File: config.mk
export PLATFORM = sky130hd
export DESIGN_NAME = game_top
export DESIGN_NICKNAME = d
export VERILOG_FILES = /design/src/logic/game_pkg.sv /design/src/logic/game_keys.sv /design/src/logic/game_master_fsm.sv /design/src/logic/game_mixer.sv /design/src/logic/game_overlap.sv /design/src/logic/game_sprite.sv /design/src/logic/game_top.sv
export VERILOG_INCLUDE_DIRS = /design/src /design/src/logic
export SDC_FILE = /design/constraint.sdc
export NUM_CORES = 1
export LEC_CHECK = 0
export ABC_AREA = 1
export ABC_CLOCK_PERIOD_IN_PS = 3400
export BUFFER_PORTS_ARGS = -buffer_cell sky130_fd_sc_hd__buf_2
export CELL_PAD_IN_SITES_DETAIL_PLACEMENT = 0
export CELL_PAD_IN_SITES_GLOBAL_PLACEMENT = 2
export CORE_MARGIN = 4
export CORE_UTILIZATION = 36
export CTS_CLUSTER_SIZE = 40
export DETAILED_ROUTE_END_ITERATION = 10
export GPL_TIMING_DRIVEN = 1
export HOLD_SLACK_MARGIN = 0.02
export PLACE_DENSITY = 0.85
export SLEW_MARGIN = 20
export SYNTH_ARGS = -nofsm -noshare
export SYNTH_HDL_FRONTEND = slang
export SYNTH_SLANG_ARGS = --single-unit
export TNS_END_PERCENT = 50
File: constraint.sdc
create_clock -name clk -period 3.4 [get_ports clk]
set_clock_uncertainty 0.15 [all_clocks]
set_input_delay 0 -clock clk [delete_from_list [all_inputs] [get_ports clk]]
set_output_delay 0 -clock clk [all_outputs]
set_load 0.005 [all_outputs]
File: src/logic/game_defs.svh
`ifndef GAME_DEFS_SVH
`define GAME_DEFS_SVH

// pixel and coordinate widths
`define GAME_RGB_WIDTH 3
`define GAME_X_WIDTH   10
`define GAME_Y_WIDTH   9

// both sprites are solid squares of this side
`define GAME_SPRITE_SIZE 16

// torpedo start row sits this far above the bottom edge
`define GAME_TORPEDO_RISE 20

`define GAME_COLOR_BACKGROUND 3'b001
`define GAME_COLOR_TARGET     3'b110
`define GAME_COLOR_TORPEDO    3'b011

// whole screen takes this colour while the win timer runs
`define GAME_COLOR_WON 3'b010

`endif

File: src/logic/game_pkg.sv
`default_nettype none

`include "game_defs.svh"

package game_pkg;

    typedef logic [`GAME_X_WIDTH   - 1:0] coord_x_t;
    typedef logic [`GAME_Y_WIDTH   - 1:0] coord_y_t;
    typedef logic [`GAME_RGB_WIDTH - 1:0] rgb_t;

    // dy set means step down one row on this move
    typedef struct packed
    {
        logic signed [1:0] dx;
        logic              dy;
    } target_velocity_t;

    typedef struct packed
    {
        logic signed [1:0] dx;
        logic signed [1:0] dy;
    } torpedo_velocity_t;

    typedef enum logic [1:0] {state_idle, state_play, state_won} game_state_t;

endpackage

`default_nettype wire

File: src/logic/game_keys.sv
`timescale 1ns/100ps
`default_nettype none

module game_keys import game_pkg::*;
(
    input  logic              clk,
    input  logic              reset,
    input  logic              launch_key,
    input  logic [1:0]        left_right_keys,  // bit 1 is left, bit 0 is right
    output logic              launch,
    output torpedo_velocity_t torpedo_velocity
);

    logic       launch_key_q;
    logic       launch_key_qq;
    logic [1:0] keys_q;

    always_ff @(posedge clk)
    begin
        if (reset)
        begin
            launch_key_q     <= 1'b0;
            launch_key_qq    <= 1'b0;
            keys_q           <= 2'b00;
            launch           <= 1'b0;
            torpedo_velocity <= '0;
        end
        else
        begin
            launch_key_q  <= launch_key;
            launch_key_qq <= launch_key_q;
            keys_q        <= left_right_keys;
            launch        <= launch_key_q & ~launch_key_qq;  // one pulse per press

            // the torpedo always climbs, the keys only steer it
            torpedo_velocity.dy <= -2'sd1;

            case (keys_q)
            2'b01:   torpedo_velocity.dx <= 2'sd1;
            2'b10:   torpedo_velocity.dx <= -2'sd1;
            default: torpedo_velocity.dx <= 2'sd0;  // none or both pressed
            endcase
        end
    end

endmodule

`default_nettype wire

File: src/logic/game_master_fsm.sv
`timescale 1ns/100ps
`default_nettype none

module game_master_fsm import game_pkg::*;
#(
    parameter screen_width = 640,
    parameter win_cycles   = 2 ** 24
)
(
    input  logic             clk,
    input  logic             reset,
    input  logic             launch,
    input  logic             collision,
    input  logic             torpedo_within_screen,
    input  coord_x_t         target_left,
    input  coord_x_t         target_right,
    output logic             load,
    output logic             show,
    output logic             won,
    output target_velocity_t target_velocity
);

    localparam timer_width = $clog2(win_cycles + 1);

    game_state_t              state;
    logic                     settling;
    logic [timer_width - 1:0] timer;
    coord_x_t                 target_left_q;

    always_ff @(posedge clk)
    begin
        if (reset)
        begin
            state    <= state_idle;
            load     <= 1'b0;
            settling <= 1'b0;
            timer    <= '0;
        end
        else
        begin
            load     <= 1'b0;
            settling <= load;

            case (state)
            state_idle:
                if (launch)
                begin
                    state <= state_play;
                    load  <= 1'b1;
                end
            state_play:
                // positions and the registered overlap still show the last game here
                if (!load && !settling)
                begin
                    if (collision)
                    begin
                        state <= state_won;
                        timer <= '0;
                    end
                    else if (!torpedo_within_screen)
                        state <= state_idle;
                end
            state_won:
                if (timer == timer_width'(win_cycles - 1))
                    state <= state_idle;
                else
                    timer <= timer + 1'b1;
            default:
                state <= state_idle;
            endcase
        end
    end

    always_ff @(posedge clk)
    begin
        if (reset)
        begin
            target_velocity <= '0;
            target_left_q   <= '0;
        end
        else
        begin
            target_left_q <= target_left;

            if (state == state_idle && launch)
            begin
                target_velocity.dx <= 2'sd1;
                target_velocity.dy <= 1'b0;
            end
            else if (state == state_play)
            begin
                if (target_left != target_left_q)
                    target_velocity.dy <= 1'b0;  // the step down has been taken

                // a bounce overrides the clear above when both land on one cycle
                if (target_velocity.dx == -2'sd1 && target_left == '0)
                begin
                    target_velocity.dx <= 2'sd1;
                    target_velocity.dy <= 1'b1;
                end
                else if (target_velocity.dx == 2'sd1
                         && target_right >= coord_x_t'(screen_width - 1))
                begin
                    target_velocity.dx <= -2'sd1;
                    target_velocity.dy <= 1'b1;
                end
            end
        end
    end

    assign show = (state == state_play) && !load;
    assign won  = (state == state_won);

endmodule

`default_nettype wire

File: src/logic/game_mixer.sv
`timescale 1ns/100ps
`default_nettype none

`include "game_defs.svh"

module game_mixer import game_pkg::*;
(
    input  logic clk,
    input  logic reset,
    input  logic display_on,
    input  logic won,
    input  logic target_hit,
    input  logic torpedo_hit,
    output rgb_t rgb
);

    rgb_t rgb_next;

    always_comb
    begin
        if (!display_on)
            rgb_next = '0;  // blanking
        else if (won)
            rgb_next = rgb_t'(`GAME_COLOR_WON);
        else if (torpedo_hit)
            rgb_next = rgb_t'(`GAME_COLOR_TORPEDO);
        else if (target_hit)
            rgb_next = rgb_t'(`GAME_COLOR_TARGET);
        else
            rgb_next = rgb_t'(`GAME_COLOR_BACKGROUND);
    end

    always_ff @(posedge clk)
    begin
        if (reset)
            rgb <= '0;
        else
            rgb <= rgb_next;
    end

endmodule

`default_nettype wire

File: src/logic/game_overlap.sv
`timescale 1ns/100ps
`default_nettype none

module game_overlap import game_pkg::*;
(
    input  logic     clk,
    input  logic     reset,
    input  coord_x_t target_left,
    input  coord_x_t target_right,
    input  coord_y_t target_top,
    input  coord_y_t target_bottom,
    input  coord_x_t torpedo_left,
    input  coord_x_t torpedo_right,
    input  coord_y_t torpedo_top,
    input  coord_y_t torpedo_bottom,
    output logic     collision
);

    logic apart;

    // two rectangles miss only when one lies wholly beside or above the other
    assign apart = (target_right   < torpedo_left) || (torpedo_right  < target_left)
                || (target_bottom  < torpedo_top)  || (torpedo_bottom < target_top);

    always_ff @(posedge clk)
    begin
        if (reset)
            collision <= 1'b0;
        else
            collision <= ~apart;
    end

endmodule

`default_nettype wire

File: src/logic/game_sprite.sv
`timescale 1ns/100ps
`default_nettype none

`include "game_defs.svh"

module game_sprite import game_pkg::*;
#(
    parameter type velocity_t    = torpedo_velocity_t,
    parameter      start_x       = 0,
    parameter      start_y       = 0,
    parameter      screen_width  = 640,
    parameter      screen_height = 480,
    parameter      strobe_width  = 20
)
(
    input  logic      clk,
    input  logic      reset,
    input  logic      load,
    input  logic      show,
    input  velocity_t velocity,
    input  coord_x_t  x,
    input  coord_y_t  y,
    output coord_x_t  left,
    output coord_x_t  right,
    output coord_y_t  top,
    output coord_y_t  bottom,
    output logic      within_screen,
    output logic      hit
);

    localparam size = `GAME_SPRITE_SIZE;

    coord_x_t                  pos_x;
    coord_y_t                  pos_y;
    logic [strobe_width - 1:0] strobe_cnt;
    logic                      strobe;

    // counter wraps on the strobe so moves repeat every 2^strobe_width cycles
    assign strobe = &strobe_cnt;

    always_ff @(posedge clk)
    begin
        if (reset || load)
        begin
            pos_x      <= coord_x_t'(start_x);
            pos_y      <= coord_y_t'(start_y);
            strobe_cnt <= '0;
        end
        else
        begin
            strobe_cnt <= strobe_cnt + 1'b1;

            // signed fields sign extend here, an unsigned dy zero extends
            if (strobe)
            begin
                pos_x <= pos_x + coord_x_t'(velocity.dx);
                pos_y <= pos_y + coord_y_t'(velocity.dy);
            end
        end
    end

    assign left   = pos_x;
    assign right  = pos_x + coord_x_t'(size - 1);
    assign top    = pos_y;
    assign bottom = pos_y + coord_y_t'(size - 1);

    // a move past zero wraps to a large value and also fails these tests
    assign within_screen = (pos_x <= coord_x_t'(screen_width  - size))
                        && (pos_y <= coord_y_t'(screen_height - size));

    assign hit = show
              && (x >= left) && (x <= right)
              && (y >= top)  && (y <= bottom);

endmodule

`default_nettype wire

File: src/logic/game_top.sv
`timescale 1ns/100ps
`default_nettype none

`include "game_defs.svh"

module game_top import game_pkg::*;
#(
    parameter screen_width  = 640,
    parameter screen_height = 480,
    parameter strobe_width  = 20,
    parameter win_cycles    = 2 ** 24
)
(
    input  logic       clk,
    input  logic       reset,
    input  logic       launch_key,
    input  logic [1:0] left_right_keys,
    input  logic       display_on,
    input  coord_x_t   x,
    input  coord_y_t   y,
    output rgb_t       rgb
);

    logic              launch;
    torpedo_velocity_t torpedo_velocity;
    target_velocity_t  target_velocity;
    logic              load;
    logic              show;
    logic              won;
    logic              collision;

    coord_x_t target_left,  target_right;
    coord_y_t target_top,   target_bottom;
    coord_x_t torpedo_left, torpedo_right;
    coord_y_t torpedo_top,  torpedo_bottom;
    logic     torpedo_within_screen;
    logic     target_hit, torpedo_hit;

    game_keys keys
    (
        .clk              ( clk              ),
        .reset            ( reset            ),
        .launch_key       ( launch_key       ),
        .left_right_keys  ( left_right_keys  ),
        .launch           ( launch           ),
        .torpedo_velocity ( torpedo_velocity )
    );

    // the target has no loss rule, so its screen flag stays open
    game_sprite
    #(
        .velocity_t    ( target_velocity_t ),
        .start_x       ( screen_width / 4  ),
        .start_y       ( 0                 ),
        .screen_width  ( screen_width      ),
        .screen_height ( screen_height     ),
        .strobe_width  ( strobe_width      )
    )
    sprite_target
    (
        .clk           ( clk             ),
        .reset         ( reset           ),
        .load          ( load            ),
        .show          ( show            ),
        .velocity      ( target_velocity ),
        .x             ( x               ),
        .y             ( y               ),
        .left          ( target_left     ),
        .right         ( target_right    ),
        .top           ( target_top      ),
        .bottom        ( target_bottom   ),
        .within_screen (                 ),
        .hit           ( target_hit      )
    );

    game_sprite
    #(
        .velocity_t    ( torpedo_velocity_t                  ),
        .start_x       ( screen_width / 2                    ),
        .start_y       ( screen_height - `GAME_TORPEDO_RISE  ),
        .screen_width  ( screen_width                        ),
        .screen_height ( screen_height                       ),
        .strobe_width  ( strobe_width                        )
    )
    sprite_torpedo
    (
        .clk           ( clk                   ),
        .reset         ( reset                 ),
        .load          ( load                  ),
        .show          ( show                  ),
        .velocity      ( torpedo_velocity      ),
        .x             ( x                     ),
        .y             ( y                     ),
        .left          ( torpedo_left          ),
        .right         ( torpedo_right         ),
        .top           ( torpedo_top           ),
        .bottom        ( torpedo_bottom        ),
        .within_screen ( torpedo_within_screen ),
        .hit           ( torpedo_hit           )
    );

    game_overlap overlap
    (
        .clk            ( clk            ),
        .reset          ( reset          ),
        .target_left    ( target_left    ),
        .target_right   ( target_right   ),
        .target_top     ( target_top     ),
        .target_bottom  ( target_bottom  ),
        .torpedo_left   ( torpedo_left   ),
        .torpedo_right  ( torpedo_right  ),
        .torpedo_top    ( torpedo_top    ),
        .torpedo_bottom ( torpedo_bottom ),
        .collision      ( collision      )
    );

    game_master_fsm
    #(
        .screen_width ( screen_width ),
        .win_cycles   ( win_cycles   )
    )
    master_fsm
    (
        .clk                   ( clk                   ),
        .reset                 ( reset                 ),
        .launch                ( launch                ),
        .collision             ( collision             ),
        .torpedo_within_screen ( torpedo_within_screen ),
        .target_left           ( target_left           ),
        .target_right          ( target_right          ),
        .load                  ( load                  ),
        .show                  ( show                  ),
        .won                   ( won                   ),
        .target_velocity       ( target_velocity       )
    );

    game_mixer mixer
    (
        .clk         ( clk         ),
        .reset       ( reset       ),
        .display_on  ( display_on  ),
        .won         ( won         ),
        .target_hit  ( target_hit  ),
        .torpedo_hit ( torpedo_hit ),
        .rgb         ( rgb         )
    );

endmodule

`default_nettype wire

==> results_dict.tcl <==
set metrics [dict create \
    cts_resized 0 \
    ctsHoldBuffers 5 \
    start_util_pct 36.5 \
    fillers 3078 \
    ant_nets 0 \
    p_seq_share_pct 42.3 \
    period_needed_ns 2.91 \
    seq_area_frac_synth_pct 25.2 \
    area.sequential_um2 2640 \
    drt_pass1_iterations 5 \
    dp_hpwl_um 21900 \
    yosysWarnings 0 \
    wire_per_inst_um 14.3 \
    tritoncts "built" \
    syn_nets 1724 \
    ys_types 48 \
    gp_congestion 0.842 \
    remaining_drc_errors 0 \
    synth_ff_type "dfxtp_1" \
    crit_type "flip-flop to flip-flop" \
    hold_violations 0 \
    cpMaxStageDelayCell "dfxtp_1" \
    vias 9523 \
    synthCells 1549 \
    setup_viol 0 \
    status "finished, final reports clean" \
    crit_chain "inv_1 > ha_1 > nand3_1 > inv_1 > nor2_1 > inv_1 > nor2_1 > nand3_1 > xor2_1 > ha_1 > nand2_1 > nor2_1 > nand2_1 > o211ai_1 > nand2_1 > nand3_1 > nand3_1 > nand2_1 > inv_1" \
    cpPeakStageDelay_ns 0.38 \
    clkSinkCount 132 \
    pwr-share-clk_pct 50.5 \
    dieArea_um2 31900 \
    vias_per_cell 4.80 \
    power_density_nw_per_um2 318 \
    cts_buffers 17 \
    overflow 0 \
    timing.final.crit_share_pct 85.5 \
    h-tree-depth 4 \
    wirelength_um 28300 \
    cts-root-buf "clkbuf_16" \
    cellInternalPower_w 0.00270 \
    holdWs_ns 0.165 \
    drv_slew 0 \
    setup_ws_ns 0.492 \
    drive_above_1_share_pct 6.70 \
    cap_violations 0 \
    start_kind "flip-flop" \
    power.leakage_nw 5.34 \
    hp-class "input port to flip-flop" \
    cts_buffer_depth 2 \
    relSlewSlack_pct 58.5 \
    p_sw_w 0.00101 \
    final_nets 1760 \
    die_y_um 179 \
    clk_pin_slew_ns 0.07 \
    end_kind "flip-flop" \
    path_max_fanout 5 \
    comb_power_share_pct 7.2 \
    place_ws_ns 0.506 \
    io_pins 28 \
    cts_setup_buffers 0 \
    clkLatencyLatePin_ns 0.43 \
    grt_pass1_wl_um 46600 \
    fmax_mhz 344 \
    grt_max_degree 50 \
    max_slew.worst_pin.slew_ns 0.622 \
    required_ns 3.57 \
    antenna_found_initial 0 \
    syn_area_per_cell_um2 6.77 \
    antenna_cells 0 \
    synthArstFlopShare_pct 0 \
    netlist_area_um2 10500 \
    drt-initial-drc-count 513 \
    grt_pass1_vias 9043 \
    area.growth.synth_to_final_pct 11.5 \
    tns_ns 0 \
    multi_input_comb_area_um2 6860 \
    core_um2 28700 \
    row_count 62 \
    die_w_um 179 \
    peakVddDrop_v 0.000328 \
    crit_arrival_ns 3.08 \
    grt.total_usage_pct 18.3 \
    synth-edff-count 0 \
    port_buffers 27 \
    swShare_pct 27.3 \
    rsz0062_at_grt "false" \
    ys_seq_elements 132 \
]
[sequential cells by signal, summed over array words and instances (netlist names)]
name,count
master_fsm.state,2
sprite_target.strobe_cnt,20
sprite_torpedo.strobe_cnt,20
master_fsm.target_velocity,3
master_fsm.settling,1
keys.keys_q,2
master_fsm.load,1
master_fsm.target_left_q,10
sprite_torpedo.top,9
keys.launch_key_q,1
master_fsm.timer,25
keys.launch,1
sprite_target.left,10
keys.torpedo_velocity,3
keys.launch_key_qq,1
sprite_torpedo.left,10
mixer.rgb,3
sprite_target.top,9
overlap.collision,1
[final timing paths]
check	slack, ns	startpoint	depth (start not counted)	end
hold reg to reg	0.24	keys.launch_key_qq	1	keys.launch
hold / removal	0.16	launch_key	4	keys.launch_key_q
setup reg to reg	0.49	sprite_torpedo.top[0]	19	mixer.rgb[1]
setup / recovery	0.49	sprite_torpedo.top[0]	19	mixer.rgb[1]
[worst max-delay path, delay by kind of cell (launching register included)]
family	cells	cell delay, ns
DFF	1	0.38
and+or+nand+nor	11	1.11
buffers and inverters	4	0.27
AOI/OAI and AO/OA	1	0.15
adders and majority gates	2	0.57
xor gates and xnor gates	1	0.17
[power by group through the flow]
stage	clock network [W]	registers, W	logic (W)
final	0.00187	0.00157	0.000269
after global routing	0.00200	0.00157	0.000313
after CTS	0.00194	0.00157	0.000272
after detailed placement	0	0.00161	0.000266
after global placement	0	0.00161	0.000265
after floorplan	0	0.00160	0.000174
[per-layer routing]
| metal | up-vias | part of all wire, % | GRT usage (%) |
|---|---|---|---|
| met5 | - | 0 | 0 |
| met4 | 0 | 1.5 | 4.48 |
| met3 | 30 | 3.0 | 2.59 |
| met2 | 130 | 46 | 30.8 |
| met1 | 4243 | 50 | 24.8 |
| li1 | 5120 | - | - |
[per-stage QoR]
step | total power, W | utilization (%) | std cells | area (um2)
6_report | 0.00371 | 40.7 | 1982 | 11700
5_1_grt | 0.00389 | 40.7 | 1982 | 11700
4_1_cts | 0.00378 | 40.7 | 1982 | 11700
3_5_place_dp | 0.00187 | 38.5 | 1945 | 11000
3_3_place_gp | 0.00187 | 38.5 | 1945 | 11000
2_1_floorplan | 0.00178 | - | 1549 | 10500
[cell usage after synthesis, types with 8 or more instances]
master / instances / area, um2
clkbuf_1: 17 / 63.8
nand3b_1: 10 / 75.1
xor2_1: 49 / 429
o21ai_1: 15 / 75.1
nor2_1: 155 / 582
nor3_1: 31 / 155
nand2_1: 365 / 1370
nand3_1: 73 / 365
ha_1: 147 / 1840
xnor2_1: 16 / 140
nand4_1: 31 / 194
o21a_1: 8 / 60.1
inv_1: 224 / 841
or2_2: 8 / 50.1
o21ai_0: 46 / 230
a21oi_1: 134 / 671
dfxtp_1: 132 / 2640
[logic make-up after synthesis]
| kind of cell | synth area share [%] |
|---|---|
| adder cells (fa/ha/maj) | 18.1 |
| AO/OA/AOI/OAI | 11.8 |
| flip-flops | 25.2 |
| XOR/XNOR | 5.43 |
| buffers and inverters | 9.39 |
| AND/OR/NAND/NOR | 30.0 |
[placed cells by master (no fill, tap or decap), types with 3 or more instances in the layout]
cell type      Yosys  final
inv_2              4      4
and2_1             5      5
o21ai_1           15     15
inv_1            224    224
o211ai_1           4      4
clkinvlp_4         0      3
o31ai_1            3      3
and3_1             3      3
o21bai_1           3      3
nand3b_1          10     10
nor2_2             4      5
inv_6              0      7
a21o_1             7      7
fa_1               3      3
nor3b_1            5      5
clkbuf_16          0     17
xor2_1            49     49
o21ai_0           46     46
or2_2              8      8
xnor2_1           16     16
nand4_1           31     31
nand2_2            7      7
ha_1             147    147
o21a_1             8      8
dlygate4sd3_1      0      5
nor4_1             3      3
buf_4              0      9
nor3_2             4      4
nor3_1            31     31
nand3_2            3      3
dfxtp_1          132    132
a21oi_1          134    134
or2_0              3      3
nand3_1           73     73
nand2_1          365    365
nor2_1           155    154
nor2_4             4      4
buf_2              1     27
[cell type report]
cell class | count | share of cell area (%)
inverter | 230 | 7.39
multi-input combinational | 1163 | 58.7
clock inverter | 15 | 1.38
timing repair buffer | 41 | 2.16
clock buffer | 17 | 3.64
sequential | 132 | 22.6
tap | 384 | 4.11
No activity file was read; power rests on OpenSTA's default activity.
